## src/source/sd_pkg.sv

```systemverilog
package sd_pkg;

  // command frame and response geometry
  localparam int FRAME_BITS = 48;
  localparam int RESP_BITS  = 40;
  localparam int R1_BITS    = 8;

  typedef logic [5:0]           cmd_index_t;
  typedef logic [31:0]          cmd_arg_t;
  typedef logic [RESP_BITS-1:0] resp_t;      // r1 byte in the top bits, payload below

  typedef enum logic {
    RESP_R1,    // 8 bit response
    RESP_LONG   // r3 / r7, 40 bits
  } resp_kind_e;

  localparam cmd_index_t CMD_GO_IDLE         = 6'd0;
  localparam cmd_index_t CMD_SEND_IF_COND    = 6'd8;
  localparam cmd_index_t CMD_SET_BLOCKLEN    = 6'd16;
  localparam cmd_index_t CMD_READ_SINGLE     = 6'd17;
  localparam cmd_index_t CMD_SD_SEND_OP_COND = 6'd41;  // sent after CMD_APP_CMD
  localparam cmd_index_t CMD_APP_CMD         = 6'd55;
  localparam cmd_index_t CMD_READ_OCR        = 6'd58;

  localparam cmd_arg_t IF_COND_ARG = 32'h0000_01AA;  // 2.7-3.6 V, check pattern aa
  localparam cmd_arg_t HCS_ARG     = 32'h4000_0000;  // host supports sdhc / sdxc

  localparam int         BLOCK_BYTES = 512;
  localparam logic [7:0] DATA_TOKEN  = 8'hFE;
  localparam logic [7:0] R1_IDLE     = 8'h01;
  localparam logic [7:0] R1_ILLEGAL  = 8'h05;  // idle + illegal command, old cards

  localparam logic [6:0] CRC7_POLY = 7'h09;    // x^7 + x^3 + 1

  typedef enum logic [3:0] {
    ST_POWER_UP,
    ST_CMD0,
    ST_CMD8,
    ST_CMD58_A,
    ST_CMD55,
    ST_ACMD41,
    ST_CMD58_B,
    ST_CMD16,
    ST_CMD17,
    ST_BLOCK,
    ST_READY,
    ST_ERROR
  } init_state_e;

endpackage

```

## src/source/sd_cmd_if.sv

```systemverilog
`timescale 1ns/10ps

interface sd_cmd_if;
  import sd_pkg::*;

  // request side, held by the controller until done
  logic       start;
  cmd_index_t index;
  cmd_arg_t   arg;
  resp_kind_e kind;

  logic sent;     // last frame bit is out

  // response side
  logic  done;
  resp_t resp;
  logic  timeout;  // valid with done

  modport ctrl (output start, index, arg, kind, input done, resp, timeout);

  modport tx (input start, index, arg, output sent);

  modport rx (input sent, kind, output done, resp, timeout);

endinterface

```

## src/source/sd_block_rx.sv

```systemverilog
`timescale 1ns/10ps

module sd_block_rx #(
  parameter int TOKEN_TIMEOUT = 2048
) (
  input  logic       clk,
  input  logic       rst_n,
  input  logic       block_start,
  input  logic       rise_tick,
  input  logic       sd_data0,
  output logic       data_valid,
  output logic [7:0] data_byte,
  output logic       block_done,
  output logic       block_timeout
);
  import sd_pkg::*;

  localparam int TW = $clog2(TOKEN_TIMEOUT + 1);
  localparam int BW = $clog2(BLOCK_BYTES);

  typedef enum logic [1:0] {BK_IDLE, BK_TOKEN, BK_DATA, BK_CRC} blk_state_e;

  blk_state_e    state;
  logic [7:0]    shreg;
  logic [7:0]    shreg_nxt;
  logic [2:0]    bit_cnt;
  logic [BW-1:0] byte_cnt;
  logic [TW-1:0] tok_cnt;   // non-token bytes seen so far
  logic          byte_end;

  assign shreg_nxt = {shreg[6:0], sd_data0};  // msb first
  assign byte_end  = rise_tick && (bit_cnt == 3'd7);

  always_ff @(posedge clk or negedge rst_n) begin
    if (!rst_n) begin
      state         <= BK_IDLE;
      shreg         <= 8'hFF;
      bit_cnt       <= '0;
      byte_cnt      <= '0;
      tok_cnt       <= '0;
      data_valid    <= 1'b0;
      block_done    <= 1'b0;
      block_timeout <= 1'b0;
    end else begin
      data_valid    <= 1'b0;
      block_done    <= 1'b0;
      block_timeout <= 1'b0;
      if (rise_tick && state != BK_IDLE) bit_cnt <= bit_cnt + 1'b1;
      case (state)
        BK_IDLE: if (block_start) begin
          state   <= BK_TOKEN;
          shreg   <= 8'hFF;
          bit_cnt <= '0;
          tok_cnt <= '0;
        end
        BK_TOKEN: if (rise_tick) begin
          shreg <= shreg_nxt;
          if (shreg_nxt == DATA_TOKEN) begin  // bitwise search, token may be unaligned
            state    <= BK_DATA;
            bit_cnt  <= '0;
            byte_cnt <= '0;
          end else if (byte_end) begin
            if (tok_cnt == TW'(TOKEN_TIMEOUT - 1)) begin
              state         <= BK_IDLE;
              block_done    <= 1'b1;
              block_timeout <= 1'b1;
            end else begin
              tok_cnt <= tok_cnt + 1'b1;
            end
          end
        end
        BK_DATA: if (rise_tick) begin
          shreg <= shreg_nxt;
          if (byte_end) begin
            data_valid <= 1'b1;
            byte_cnt   <= byte_cnt + 1'b1;  // wraps to 0 for the crc bytes
            if (byte_cnt == BW'(BLOCK_BYTES - 1)) state <= BK_CRC;
          end
        end
        BK_CRC: if (byte_end) begin
          byte_cnt <= byte_cnt + 1'b1;
          if (byte_cnt == BW'(1)) begin     // crc16 dropped unchecked
            state      <= BK_IDLE;
            block_done <= 1'b1;
          end
        end
        default: state <= BK_IDLE;
      endcase
    end
  end

  always_ff @(posedge clk) begin
    if (state == BK_DATA && byte_end) data_byte <= shreg_nxt;
  end

endmodule

```

## src/source/sd_clk_gen.sv

```systemverilog
`timescale 1ns/10ps

module sd_clk_gen #(
  parameter int CLK_DIV_SLOW = 125,
  parameter int CLK_DIV_FAST = 2
) (
  input  logic clk,
  input  logic rst_n,
  input  logic clk_en,
  input  logic fast,
  output logic sd_clk,
  output logic fall_tick,
  output logic rise_tick
);

  // the slow divider is the larger one and sets the counter width
  localparam int CW = $clog2(CLK_DIV_SLOW + 1);

  logic [CW-1:0] cnt;
  logic [CW-1:0] reload;
  logic          toggle;

  assign reload = fast ? CW'(CLK_DIV_FAST - 1) : CW'(CLK_DIV_SLOW - 1);
  assign toggle = clk_en && (cnt == '0);

  // both ticks mark the clk edge on which sd_clk changes
  assign rise_tick = toggle && !sd_clk;
  assign fall_tick = toggle && sd_clk;

  always_ff @(posedge clk or negedge rst_n) begin
    if (!rst_n) begin
      cnt    <= CW'(CLK_DIV_SLOW - 1);
      sd_clk <= 1'b0;
    end else if (!clk_en) begin
      cnt    <= reload;  // park low, restart with a full half period
      sd_clk <= 1'b0;
    end else if (toggle) begin
      cnt    <= reload;  // new divider only takes effect here
      sd_clk <= ~sd_clk;
    end else begin
      cnt <= cnt - 1'b1;
    end
  end

endmodule

```

## src/source/sd_cmd_tx.sv

```systemverilog
`timescale 1ns/10ps

module sd_cmd_tx (
  input  logic clk,
  input  logic rst_n,
  sd_cmd_if.tx cmd,
  input  logic fall_tick,
  output logic sd_cmd
);
  import sd_pkg::*;

  localparam int BODY_BITS = FRAME_BITS - 8;  // start bits, index, argument

  logic [BODY_BITS-1:0] shreg;
  logic [6:0]           crc;
  logic [5:0]           bit_cnt;
  logic                 busy;
  logic                 fb;

  assign fb = shreg[BODY_BITS-1] ^ crc[6];  // crc feedback for the bit going out

  always_ff @(posedge clk or negedge rst_n) begin
    if (!rst_n) begin
      busy     <= 1'b0;
      bit_cnt  <= '0;
      crc      <= '0;
      sd_cmd   <= 1'b1;
      cmd.sent <= 1'b0;
    end else begin
      cmd.sent <= 1'b0;
      if (cmd.start) begin
        busy    <= 1'b1;
        bit_cnt <= '0;
        crc     <= '0;
      end else if (busy && fall_tick) begin
        bit_cnt <= bit_cnt + 1'b1;
        if (bit_cnt < 6'(BODY_BITS)) begin
          sd_cmd <= shreg[BODY_BITS-1];
          crc    <= {crc[5:0], 1'b0} ^ (fb ? CRC7_POLY : 7'h00);
        end else if (bit_cnt < 6'(FRAME_BITS - 1)) begin
          sd_cmd <= crc[6];            // crc goes out msb first
          crc    <= {crc[5:0], 1'b0};
        end else if (bit_cnt == 6'(FRAME_BITS - 1)) begin
          sd_cmd <= 1'b1;              // end bit, line then stays high
        end else begin
          busy     <= 1'b0;
          cmd.sent <= 1'b1;
        end
      end
    end
  end

  always_ff @(posedge clk) begin
    if (cmd.start) begin
      shreg <= {2'b01, cmd.index, cmd.arg};
    end else if (busy && fall_tick) begin
      shreg <= {shreg[BODY_BITS-2:0], 1'b0};
    end
  end

endmodule

```

## src/source/sd_init_ctrl.sv

```systemverilog
`timescale 1ns/10ps

module sd_init_ctrl #(
  parameter int POWER_UP_CYCLES = 250000,
  parameter int CMD0_RETRIES    = 10,
  parameter int ACMD41_RETRIES  = 2000
) (
  input  logic             clk,
  input  logic             rst_n,
  sd_cmd_if.ctrl           cmd,
  input  logic             block_done,
  input  logic             block_timeout,
  input  sd_pkg::cmd_arg_t block_addr,
  output logic             clk_en,
  output logic             fast,
  output logic             sd_cs,
  output logic             block_start,
  output logic             ready,
  output logic             error,
  output logic             high_capacity
);
  import sd_pkg::*;

  localparam int PW          = $clog2(POWER_UP_CYCLES + 1);
  localparam int MAX_RETRIES = (CMD0_RETRIES > ACMD41_RETRIES) ? CMD0_RETRIES : ACMD41_RETRIES;
  localparam int RW          = $clog2(MAX_RETRIES + 1);

  init_state_e   state;
  logic [PW-1:0] pwr_cnt;
  logic [RW-1:0] retry_cnt;
  logic          waiting;   // command in flight
  logic          got;       // its response is here this cycle
  logic          ok;        // response without timeout
  logic [7:0]    r1;

  assign r1     = cmd.resp[RESP_BITS-1 -: R1_BITS];
  assign got    = waiting && cmd.done;
  assign ok     = got && !cmd.timeout;
  assign clk_en = (state != ST_READY) && (state != ST_ERROR);

  // receiver has to be armed right away, the token may follow the r1 closely
  assign block_start = (state == ST_CMD17) && ok && (r1 == 8'h00);

  // command fields follow the state, so they hold from start until done
  always_comb begin
    cmd.index = CMD_GO_IDLE;
    cmd.arg   = '0;
    cmd.kind  = RESP_R1;
    case (state)
      ST_CMD8: begin
        cmd.index = CMD_SEND_IF_COND;
        cmd.arg   = IF_COND_ARG;
        cmd.kind  = RESP_LONG;
      end
      ST_CMD58_A, ST_CMD58_B: begin
        cmd.index = CMD_READ_OCR;
        cmd.kind  = RESP_LONG;
      end
      ST_CMD55:  cmd.index = CMD_APP_CMD;
      ST_ACMD41: begin
        cmd.index = CMD_SD_SEND_OP_COND;
        cmd.arg   = HCS_ARG;
      end
      ST_CMD16: begin
        cmd.index = CMD_SET_BLOCKLEN;
        cmd.arg   = cmd_arg_t'(BLOCK_BYTES);
      end
      ST_CMD17: begin
        cmd.index = CMD_READ_SINGLE;
        cmd.arg   = high_capacity ? block_addr : block_addr << 9;  // sdsc wants bytes
      end
      default: ;
    endcase
  end

  always_ff @(posedge clk or negedge rst_n) begin
    if (!rst_n) begin
      state         <= ST_POWER_UP;
      pwr_cnt       <= '0;
      retry_cnt     <= '0;
      waiting       <= 1'b0;
      cmd.start     <= 1'b0;
      sd_cs         <= 1'b1;
      fast          <= 1'b0;
      ready         <= 1'b0;
      error         <= 1'b0;
      high_capacity <= 1'b0;
    end else begin
      cmd.start <= 1'b0;
      if (got) waiting <= 1'b0;
      if (!waiting && state inside {[ST_CMD0:ST_CMD17]}) begin
        cmd.start <= 1'b1;
        waiting   <= 1'b1;
      end
      case (state)
        ST_POWER_UP: begin
          if (pwr_cnt == PW'(POWER_UP_CYCLES - 1)) begin
            sd_cs <= 1'b0;
            state <= ST_CMD0;
          end else begin
            pwr_cnt <= pwr_cnt + 1'b1;
          end
        end
        ST_CMD0: if (got) begin
          if (ok && r1 == R1_IDLE) begin
            retry_cnt <= '0;
            state     <= ST_CMD8;
          end else if (retry_cnt == RW'(CMD0_RETRIES)) begin
            state <= ST_ERROR;
          end else begin
            retry_cnt <= retry_cnt + 1'b1;  // silent or not idle yet, send again
          end
        end
        ST_CMD8: if (got) begin
          state <= (ok && (r1 == R1_ILLEGAL ||
                   (r1 == R1_IDLE && cmd.resp[11:0] == IF_COND_ARG[11:0]))) ?
                   ST_CMD58_A : ST_ERROR;
        end
        ST_CMD58_A: if (got) state <= (ok && r1 == R1_IDLE) ? ST_CMD55 : ST_ERROR;
        ST_CMD55:   if (got) state <= (ok && r1[7:1] == 7'd0) ? ST_ACMD41 : ST_ERROR;
        ST_ACMD41: if (got) begin
          if (ok && r1 == 8'h00) begin
            state <= ST_CMD58_B;
          end else if (ok && r1 == R1_IDLE && retry_cnt != RW'(ACMD41_RETRIES)) begin
            retry_cnt <= retry_cnt + 1'b1;  // card still busy
            state     <= ST_CMD55;
          end else begin
            state <= ST_ERROR;
          end
        end
        ST_CMD58_B: if (got) begin
          if (ok && r1 == 8'h00) begin
            high_capacity <= cmd.resp[30];  // ccs
            fast          <= 1'b1;
            state         <= ST_CMD16;
          end else begin
            state <= ST_ERROR;
          end
        end
        ST_CMD16: if (got) state <= (ok && r1 == 8'h00) ? ST_CMD17 : ST_ERROR;
        ST_CMD17: if (got) state <= block_start ? ST_BLOCK : ST_ERROR;
        ST_BLOCK: if (block_done) state <= block_timeout ? ST_ERROR : ST_READY;
        ST_READY: begin
          ready <= 1'b1;
          sd_cs <= 1'b1;
        end
        ST_ERROR: begin
          error <= 1'b1;
          sd_cs <= 1'b1;
        end
        default: state <= ST_ERROR;
      endcase
    end
  end

endmodule

```

## src/source/sd_resp_rx.sv

```systemverilog
`timescale 1ns/10ps

module sd_resp_rx #(
  parameter int RESP_TIMEOUT = 64
) (
  input  logic clk,
  input  logic rst_n,
  sd_cmd_if.rx cmd,
  input  logic rise_tick,
  input  logic sd_data0
);
  import sd_pkg::*;

  localparam int TW = $clog2(RESP_TIMEOUT + 1);

  typedef enum logic [1:0] {RX_IDLE, RX_WAIT, RX_COLLECT} rx_state_e;

  rx_state_e     state;
  logic [TW-1:0] wait_cnt;
  logic [5:0]    bit_cnt;   // index of the bit being sampled
  logic [5:0]    last_bit;
  resp_t         shreg;
  logic          finish;
  logic          expire;

  assign last_bit = (cmd.kind == RESP_R1) ? 6'(R1_BITS - 1) : 6'(RESP_BITS - 1);
  assign finish   = rise_tick && (state == RX_COLLECT) && (bit_cnt == last_bit);
  assign expire   = rise_tick && (state == RX_WAIT) && sd_data0 &&
                    (wait_cnt == TW'(RESP_TIMEOUT - 1));

  always_ff @(posedge clk or negedge rst_n) begin
    if (!rst_n) begin
      state       <= RX_IDLE;
      wait_cnt    <= '0;
      bit_cnt     <= '0;
      cmd.done    <= 1'b0;
      cmd.timeout <= 1'b0;
    end else begin
      cmd.done <= 1'b0;
      case (state)
        RX_IDLE: if (cmd.sent) begin
          state    <= RX_WAIT;
          wait_cnt <= '0;
        end
        RX_WAIT: if (rise_tick) begin
          if (!sd_data0) begin       // r1 msb is always 0
            state   <= RX_COLLECT;
            bit_cnt <= 6'd1;
          end else if (expire) begin
            state       <= RX_IDLE;
            cmd.done    <= 1'b1;
            cmd.timeout <= 1'b1;
          end else begin
            wait_cnt <= wait_cnt + 1'b1;
          end
        end
        RX_COLLECT: if (finish) begin
          state       <= RX_IDLE;
          cmd.done    <= 1'b1;
          cmd.timeout <= 1'b0;
        end else if (rise_tick) begin
          bit_cnt <= bit_cnt + 1'b1;
        end
        default: state <= RX_IDLE;
      endcase
    end
  end

  always_ff @(posedge clk) begin
    if (rise_tick && (state == RX_COLLECT || (state == RX_WAIT && !sd_data0))) begin
      shreg <= {shreg[RESP_BITS-2:0], sd_data0};
    end
    if (finish) begin
      // short response lands in the r1 byte, payload reads as all ones
      cmd.resp <= (cmd.kind == RESP_R1) ?
                  {shreg[R1_BITS-2:0], sd_data0, {(RESP_BITS - R1_BITS){1'b1}}} :
                  {shreg[RESP_BITS-2:0], sd_data0};
    end else if (expire) begin
      cmd.resp <= '1;
    end
  end

endmodule

```

## src/source/sd_spi_reader.sv

```systemverilog
`timescale 1ns/10ps

module sd_spi_reader #(
  parameter int CLK_DIV_SLOW    = 125,     // 100 mhz to 400 khz
  parameter int CLK_DIV_FAST    = 2,       // 25 mhz
  parameter int POWER_UP_CYCLES = 250000,
  parameter int RESP_TIMEOUT    = 64,
  parameter int TOKEN_TIMEOUT   = 2048,
  parameter int CMD0_RETRIES    = 10,
  parameter int ACMD41_RETRIES  = 2000
) (
  input  logic        clk,
  input  logic        rst_n,
  input  logic        sd_data0,
  input  logic [31:0] block_addr,
  output logic        sd_clk,
  output logic        sd_cs,
  output logic        sd_cmd,
  output logic        data_valid,
  output logic [7:0]  data_byte,
  output logic        ready,
  output logic        error,
  output logic        high_capacity
);

  logic clk_en;
  logic fast;
  logic fall_tick;
  logic rise_tick;
  logic block_start;
  logic block_done;
  logic block_timeout;

  sd_cmd_if cmd_bus ();

  sd_clk_gen #(
    .CLK_DIV_SLOW (CLK_DIV_SLOW),
    .CLK_DIV_FAST (CLK_DIV_FAST)
  ) u_clk_gen (
    .clk       (clk),
    .rst_n     (rst_n),
    .clk_en    (clk_en),
    .fast      (fast),
    .sd_clk    (sd_clk),
    .fall_tick (fall_tick),
    .rise_tick (rise_tick)
  );

  sd_cmd_tx u_cmd_tx (
    .clk       (clk),
    .rst_n     (rst_n),
    .cmd       (cmd_bus.tx),
    .fall_tick (fall_tick),
    .sd_cmd    (sd_cmd)
  );

  sd_resp_rx #(
    .RESP_TIMEOUT (RESP_TIMEOUT)
  ) u_resp_rx (
    .clk       (clk),
    .rst_n     (rst_n),
    .cmd       (cmd_bus.rx),
    .rise_tick (rise_tick),
    .sd_data0  (sd_data0)
  );

  sd_block_rx #(
    .TOKEN_TIMEOUT (TOKEN_TIMEOUT)
  ) u_block_rx (
    .clk           (clk),
    .rst_n         (rst_n),
    .block_start   (block_start),
    .rise_tick     (rise_tick),
    .sd_data0      (sd_data0),
    .data_valid    (data_valid),
    .data_byte     (data_byte),
    .block_done    (block_done),
    .block_timeout (block_timeout)
  );

  sd_init_ctrl #(
    .POWER_UP_CYCLES (POWER_UP_CYCLES),
    .CMD0_RETRIES    (CMD0_RETRIES),
    .ACMD41_RETRIES  (ACMD41_RETRIES)
  ) u_init_ctrl (
    .clk           (clk),
    .rst_n         (rst_n),
    .cmd           (cmd_bus.ctrl),
    .block_done    (block_done),
    .block_timeout (block_timeout),
    .block_addr    (block_addr),
    .clk_en        (clk_en),
    .fast          (fast),
    .sd_cs         (sd_cs),
    .block_start   (block_start),
    .ready         (ready),
    .error         (error),
    .high_capacity (high_capacity)
  );

endmodule

```

## config.mk

```make
export PLATFORM = sky130hd
export DESIGN_NAME = sd_spi_reader
export DESIGN_NICKNAME = d
export VERILOG_FILES = /design/src/source/sd_pkg.sv /design/src/source/sd_cmd_if.sv /design/src/source/sd_block_rx.sv /design/src/source/sd_clk_gen.sv /design/src/source/sd_cmd_tx.sv /design/src/source/sd_init_ctrl.sv /design/src/source/sd_resp_rx.sv /design/src/source/sd_spi_reader.sv
export SDC_FILE = /design/constraint.sdc
export NUM_CORES = 1
export LEC_CHECK = 0
export ABC_AREA = 1
export BUFFER_PORTS_ARGS = -buffer_cell sky130_fd_sc_hd__buf_2
export CORE_MARGIN = 2
export CORE_UTILIZATION = 60
export DETAILED_ROUTE_END_ITERATION = 16
export GPL_TIMING_DRIVEN = 0
export PLACE_DENSITY = 0.88
export SLEW_MARGIN = 5
export SYNTH_ARGS = -nofsm -noshare
export SYNTH_HDL_FRONTEND = slang
export SYNTH_HIERARCHICAL = 1
export SYNTH_SLANG_ARGS = --single-unit
export TNS_END_PERCENT = 30
```

## constraint.sdc

```tcl
create_clock -name clk -period 4.3 [get_ports clk]
set_input_delay 0.86 -clock clk [delete_from_list [all_inputs] [get_ports clk]]
set_output_delay 0.86 -clock clk [all_outputs]
set_load 0.005 [all_outputs]
```

==> metrics.md, run 1 <==
| Metric | Value |
|---|---|
| Area Growth Syn to Fin | `12.3%` |
| WP data required | `4440 ps` |
| Pin count of the biggest net entering global routing | `83` |
| Slew Limit Fails | `0` |
| Placed cell count | `1726` |
| Status | `completed` |
| First DRT Iteration DRCs | `817` |
| Antenna fix cells | `0` |
| Max-cap violations | `0` |
| Reg clk slew, reported paths | `60 ps` |
| Layout net count | `1546` |
| Crit path from | `u_init_ctrl/state[2]$_DFFE_PN0P_` |
| Fin crit share | `0.774` |
| Initial Util | `0.611` |
| Antenna Nets Post-Route | `0` |
| DR WL/cell | `14.3 um` |
| RR Startpoint | `u_init_ctrl/state[2]$_DFFE_PN0P_` |
| Power Density | `329 nW/um^2` |
| Hpwl dp | `17.5 mm` |
| Via count | `9579` |
| # clock sinks | `225` |
| CP Capture Type | `flop` |
| Worst setup margin | `971 ps` |
| R2r endpoint | `u_resp_rx/cmd.resp[8]$_SDFFCE_PN1P_` |
| Peak VDD IR | `280 uV` |
| Die X | `145 um` |
| DRC viols | `0` |
| FF-to-FF path depth | `12` |
| CP Cell Sequence | `inv_1 > nand2_1 > inv_2 > nand2_1 > nand3_1 > inv_1 > inv_1 > nor2_1 > nand2_1 > inv_2 > nand2_4 > nand2_1` |
| Critical path fanouts, max | `21` |
| Critical Path Max Stage Delay | `670 ps` |
| Worst-Margin Slew | `909 ps` |
| Static leakage | `6.01 nW` |
| Vias in the first global route | `9125` |
| Mapped Cells | `1410` |
| Layout Skew | `16.3 ps` |
| Placer Congestion | `0.912` |
| Initial antenna violation count | `0` |
| Final non-filler cell total | `1772` |
| Worst slack, placed | `1030 ps` |
| First-pass GRT wire length | `42.1 mm` |
| Die height | `145 um` |
| Post-CTS resize count | `0` |
| Warnings, synthesis | `6` |
| CTS H-tree lvls | `1` |
| Most frequent CP cell | `nand2_1` |
| Worst path depth | `12` |
| Die area | `21000 sq um` |
| CP endpoint | `u_resp_rx/cmd.resp[8]$_SDFFCE_PN1P_` |
| Fmax achieved | `0.300 GHz` |
| CP bufs+invs | `5` |
| Final Hold Viols | `0` |
| Clock root cell | `clkbuf_16` |
| Hold WS | `243 ps` |
| RSZ-0062 raised after global routing | `no` |
| Clock Path Buffers | `3` |
| Post-synth net total | `1468` |
| Top Family by Delay on Critical Path | `simple AND/OR/NAND/NOR gates` |
| Post-Route Setup TNS | `0 ps` |
| Final Util | `0.687` |
| TritonRoute pass-1 iters | `6` |
| Final min period | `3330 ps` |
| Kind of critical path | `flop to flop` |
| CTS buffer count | `25` |
| CTS tree | `done` |
| Arrival time of the worst setup path | `3470 ps` |
| Startpoint Class | `flop` |
| I/O pins | `50` |
| Hold/Removal Path Class | `primary input to async pin` |
| Share of layout cells above drive strength 1 | `0.147` |
| PortBufs | `49` |
| Fillers | `1476` |
| GRT overflow | `0` |
| Clk Latency, worst-skew pair | `520 ps` |
| Via density | `5.41` |
| R2r setup slk | `970 ps` |
| FP Rows | `51` |
| Setup bufs post-CTS | `0` |
| Mean post-synth cell area | `8.44 sq um` |
| Final setup fails | `0` |
| GRT Util Overall | `0.247` |
| CP max-delay cell | `nand2_1` |
| Post-Syn Area | `11900 sq um` |
| Hold_buf cts | `0` |
| WL final | `25.3 mm` |
| Core area | `19500 sq um` |
| Rel. slew slack | `0.392` |
-- report_power, final --
part           switching [mW]  total, mW  leakage, nW  internal, mW
clock                   0.831       2.10        0.405          1.26
sequential           0.000500       2.24         2.39          2.24
combinational          0.0365     0.0539         3.22        0.0175
-- worst min path at each step --
stage	start	end	slack [ps]	cells past startpoint
global placement	u_resp_rx/shreg[22]$_DFFE_PP_	u_resp_rx/shreg[23]$_DFFE_PP_	410	0
floorplan	u_resp_rx/shreg[11]$_DFFE_PP_	u_resp_rx/shreg[12]$_DFFE_PP_	400	0
global route	rst_n	u_cmd_tx/crc[5]$_DFFE_PN0P_	260	1
finish	rst_n	u_cmd_tx/crc[0]$_DFFE_PN0P_	240	1
CTS	rst_n	u_init_ctrl/pwr_cnt[16]$_DFFE_PN0P_	250	1
detailed placement	u_resp_rx/shreg[22]$_DFFE_PP_	u_resp_rx/shreg[23]$_DFFE_PP_	410	0
-- stage by stage --
step / total power, mW / area, sq um
2_1_floorplan: 2.29 / 11900
3_3_place_gp: 2.33 / 12500
3_5_place_dp: 2.34 / 12500
4_1_cts: 4.44 / 13400
5_1_grt: 4.53 / 13400
6_report: 4.39 / 13400
-- worst register-to-register path: stages (launching register included) --
cell     delay, ps
dfrtp_1        430
inv_1          120
nand2_1        120
inv_2           70
nand2_1        330
nand3_1        250
inv_1          320
inv_1          210
nor2_1         130
nand2_1        110
inv_2           90
nand2_4         90
nand2_1        670
-- state kept, by name (all words and copies together), names as in the netlist, 2 cells and up, named ones only --
register               cells
u_resp_rx/bit_cnt          6
u_resp_rx/state            2
u_cmd_tx/crc               7
u_resp_rx/shreg           39
u_init_ctrl/pwr_cnt       18
u_block_rx/data_byte       8
u_resp_rx/cmd.resp        21
u_block_rx/tok_cnt        12
u_block_rx/bit_cnt         3
u_init_ctrl/retry_cnt     11
u_resp_rx/wait_cnt         7
u_clk_gen/cnt              7
u_block_rx/shreg           7
u_block_rx/byte_cnt        9
u_cmd_tx/bit_cnt           6
u_cmd_tx/shreg            40
u_init_ctrl/state          4
-- layout make-up --
| type | instances | area (sq um) | share of cell area |
|---|---|---|---|
| plain buffers | 40 | 273 | 0.0204 |
| clock buffers | 35 | 703 | 0.0526 |
| clock inverters | 11 | 115 | 0.00861 |
| inverters | 161 | 617 | 0.0462 |
| multi-input cells | 984 | 4860 | 0.363 |
| flip-flops and latches | 225 | 6170 | 0.462 |
| well taps | 265 | 332 | 0.0248 |
| repair buffers | 51 | 299 | 0.0224 |
-- metal layers --
metal  global-route usage  part of all wire  up-vias  routed length, um
li1                     -                 -     4714                  -
met1                0.325              0.43     4478              11000
met2                0.427              0.48      329              12200
met3               0.0372             0.060       58               1510
met4               0.0690             0.024        0                616
met5                    0                 0        -                  0
-- layout by cell type, fill, tap and decap left out, drive strengths merged --
master,n
a211oi,1
a21boi,2
a21o,1
a21oi,48
a22o,1
a31o,1
a31oi,4
and2,1
buf,80
bufinv,2
clkbuf,46
clkinv,9
dfrtp,103
dfstp,14
dfxtp,2
edfxtp,106
ha,23
inv,161
mux2i,2
nand2,511
nand3,86
nand3b,7
nand4,19
nor2,133
nor3,22
nor3b,3
nor4,1
o211ai,8
o21a,1
o21ai,72
o21bai,2
o22ai,3
o32ai,1
or2,2
xnor2,5
xor2,24
Note: power is estimated with default switching activity, not from simulation.
==> run 2, diff against run 1 <==
clock period = 3.3 ns   (was 4.3 ns; I/O delays follow)
==> run 2 against run 1 <==
Against the previous run: sequential share of layout area shrank 0.082 points; first-iteration DRC count down 14%; cell count hardly changed; power grew 31%; via count is 0.54% lower; hold slack better by 180 ps; combinational power increased by 32%; routed wire length shrank 4.4%; die area is the same; global-route usage decreased by 1.3 points; non-clock buffer count up 1; register-to-register slack got worse by 610 ps; critical path type unchanged; critical endpoint unchanged; highest routed layer unchanged.
==> metrics.md, run 2 (synthesis results as in run 1) <==
| Metric | Value |
|---|---|
| Reg clk slew, reported paths | `70 ps (about the same)` |
| Placer Congestion | `0.927 (+1.6%)` |
| Worst-Margin Slew | `908 ps (-0.305 ps)` |
| GRT overflow | `0 (unchanged)` |
| Met3 Usage GRT | `0.0405 (+0.00329)` |
| Core area | `19500 sq um (unchanged)` |
| Worst path depth | `12 (unchanged)` |
| CP Cell Sequence | `inv_1 > nand2_1 > inv_2 > nand2_1 > nand3_1 > inv_1 > inv_1 > nor2_1 > nand2_1 > inv_2 > nand2_4 > nand2_2` |
| RSZ-0062 raised after global routing | `no` |
| Power Density | `429 nW/um^2 (+31%)` |
| Via density | `5.37 (-0.60%)` |
| Critical path fanouts, max | `21 (unchanged)` |
| WL final | `24.2 mm (-4.4%)` |
| Post-Route Setup TNS | `0 ps (unchanged)` |
| Hold/Removal Path Class | `flop to flop` |
| R2r endpoint | `u_resp_rx/cmd.resp[8]$_SDFFCE_PN1P_` |
| I/O pins | `50 (unchanged)` |
| Vias in the first global route | `8797 (-3.6%)` |
| Slew Limit Fails | `0 (unchanged)` |
| PortBufs | `49 (unchanged)` |
| Sw Share | `0.200 (+0.00194)` |
| Layout net count | `1547 (+0.065%)` |
| Biggest register | `u_cmd_tx/shreg` |
| Largest registers | `u_cmd_tx/shreg (40), u_resp_rx/shreg (39), u_resp_rx/cmd.resp (21)` |
| Final Hold Viols | `0 (unchanged)` |
| Status | `completed` |
| Final non-filler cell total | `1773 (+0.056%)` |
| CP bufs+invs | `5 (unchanged)` |
| Critical Path Max Stage Delay | `470 ps (-200 ps)` |
| Sequential Power Share | `0.508 (-0.003)` |
| Fin crit share | `0.891 (+0.117)` |
| CTS tree | `done` |
| WP data required | `3470 ps (-970 ps)` |
| First DRT Iteration DRCs | `699 (-14%)` |
| Met1 Usage GRT | `0.312 (-0.0128)` |
| Hold Crit Start | `u_resp_rx/shreg[27]$_DFFE_PP_` |
| Clock Path Buffers | `3 (unchanged)` |
| Rel. slew slack | `0.392 (about the same)` |
| Clock root cell | `clkbuf_16` |
| Top Family by Delay on Critical Path | `simple AND/OR/NAND/NOR gates` |
| Final min period | `2940 ps (-388 ps)` |
| Most frequent cells in the layout | `nand2_1 (481), inv_1 (138), nor2_1 (115)` |
| Internal power | `4.60 mW (+31%)` |
| FF-to-FF path depth | `12 (unchanged)` |
| Register area | `6170 sq um (unchanged)` |
| Die X | `145 um (unchanged)` |
| GRT Util Overall | `0.234 (-0.0126)` |
| Kind of critical path | `flop to flop` |
| Clk pwr share | `0.479 (+0.002)` |
| GR met2 Demand/Resource | `0.394 (-0.0328)` |
| Initial antenna violation count | `0 (unchanged)` |
| Peak VDD IR | `424 uV (+51%)` |
| Arrival time of the worst setup path | `3110 ps (-360 ps)` |
| First-pass GRT wire length | `40.1 mm (-4.8%)` |
| Commonest non-fill, non-tap cell in the layout | `nand2_1` |
| Fmax achieved | `0.340 GHz (+13%)` |
| FP Rows | `51 (unchanged)` |
| CTS H-tree lvls | `1 (unchanged)` |
| Layout Skew | `11.6 ps (-4.63 ps)` |
| # clock sinks | `225 (unchanged)` |
| Initial Util | `0.611 (unchanged)` |
| Fillers | `1470 (-0.41%)` |
| DR WL/cell | `13.7 um (-4.5%)` |
| R2r setup slk | `360 ps (-610 ps)` |
| Max-cap violations | `0 (unchanged)` |
| TritonRoute pass-1 iters | `8 (+2)` |
| Die area | `21000 sq um (unchanged)` |
| Die height | `145 um (unchanged)` |
| RR Startpoint | `u_init_ctrl/state[2]$_DFFE_PN0P_` |
| Placed cell count | `1726 (unchanged)` |
| Hpwl dp | `16.7 mm (-4.6%)` |
| Share of layout cells above drive strength 1 | `0.147 (about the same)` |
| Static leakage | `6.02 nW (about the same)` |
| Gr busiest metal | `met2` |
| Area Growth Syn to Fin | `12.5%` |
| Pin count of the biggest net entering global routing | `93 (+12%)` |
| CP Capture Type | `flop` |
| DRC viols | `0 (unchanged)` |
| Clk Latency, worst-skew pair | `530 ps (about the same)` |
| CP endpoint | `u_resp_rx/cmd.resp[8]$_SDFFCE_PN1P_` |
| Combinational Power Share | `0.012 (about the same)` |
| CTS buffer count | `25 (unchanged)` |
| Final setup fails | `0 (unchanged)` |
| Psw | `1.15 mW (+32%)` |
| Via count | `9527 (-0.54%)` |
| Antenna fix cells | `0 (unchanged)` |
| Area of the multi-input gates | `4860 sq um (about the same)` |
| CP max-delay cell | `dfrtp_1` |
| Max reg flops | `40 (unchanged)` |
| Antenna Nets Post-Route | `0 (unchanged)` |
| Startpoint Class | `flop` |
| Crit path from | `u_init_ctrl/state[2]$_DFFE_PN0P_` |
## run 2: cell types whose count changed in the layout (fill, tap and decap cells not counted), sizes merged
cell         previous run  this run
inv                   161       160
clkinvlp                0         1
dlygate4sd3             0         1
## run 2: how the worst min path moves through the flow
stage | endpoint | slack (ps) | cells past startpoint
2_1_floorplan | async pin | 360 | 0
5_1_grt | u_block_rx/data_byte[0]$_DFFE_PP_ | 410 | 1
4_1_cts | u_block_rx/data_byte[0]$_DFFE_PP_ | 400 | 1
6_report | u_resp_rx/shreg[28]$_DFFE_PP_ | 420 | 0
3_5_place_dp | u_resp_rx/shreg[21]$_DFFE_PP_ | 410 | 0
3_3_place_gp | u_resp_rx/shreg[25]$_DFFE_PP_ | 400 | 0
## run 2: worst register-to-register path, cell delays in order (launching register included)
cell	delay, ps
dfrtp_1	470
inv_1	130
nand2_1	140
inv_2	80
nand2_1	300
nand3_1	230
inv_1	280
inv_1	200
nor2_1	120
nand2_1	90
inv_2	80
nand2_4	90
nand2_2	360
## run 2: metal layers
metal | vias to the layer above | part of all wire
met5 | - | 0
met3 | 59 | 0.065
met1 | 4438 | 0.44
met2 | 333 | 0.47
met4 | 0 | 0.021
li1 | 4697 | -
## run 2: what timing repair did
item / in CTS / in global routing
setup endpoints to repair: 0 / 21
gates resized for setup: 0 / 1
buffers inserted: 0 / 0
endpoints found under the hold margin: 20 / 0
hold buffers: 1 / 0
## run 2: per-stage QoR
step / utilization / setup slack [ps] / total power, mW / instance area [sq um] / hold WS (ps)
finish: 0.688 / 359 / 5.75 / 13400 / 422
global route: 0.688 / 131 / 5.94 / 13400 / 411
CTS: 0.688 / 138 / 5.82 / 13400 / 403
detailed placement: 0.645 / 203 / 3.05 / 12500 / 408
global placement: 0.641 / -231 / 3.04 / 12500 / 404
floorplan: - / 482 / 2.98 / 11900 / 364
## run 2: area by class of cell
cell class / count / share of cell area
timing repair buffer: 52 / 0.0231
multi-input combinational: 984 / 0.363
buffer: 40 / 0.0204
clock inverter: 11 / 0.00944
sequential: 225 / 0.461
inverter: 161 / 0.0461
tap: 265 / 0.0248
clock buffer: 35 / 0.0525
## run 2: power by group through the flow
| stage | clock network, mW | registers [mW] | logic [mW] |
|---|---|---|---|
| 4_1_cts | 2.83 | 2.92 | 0.0719 |
| 5_1_grt | 2.94 | 2.92 | 0.0806 |
| 3_3_place_gp | 0 | 2.97 | 0.0654 |
| 2_1_floorplan | 0 | 2.97 | 0.00891 |
| 3_5_place_dp | 0 | 2.97 | 0.0706 |
| 6_report | 2.75 | 2.92 | 0.0709 |
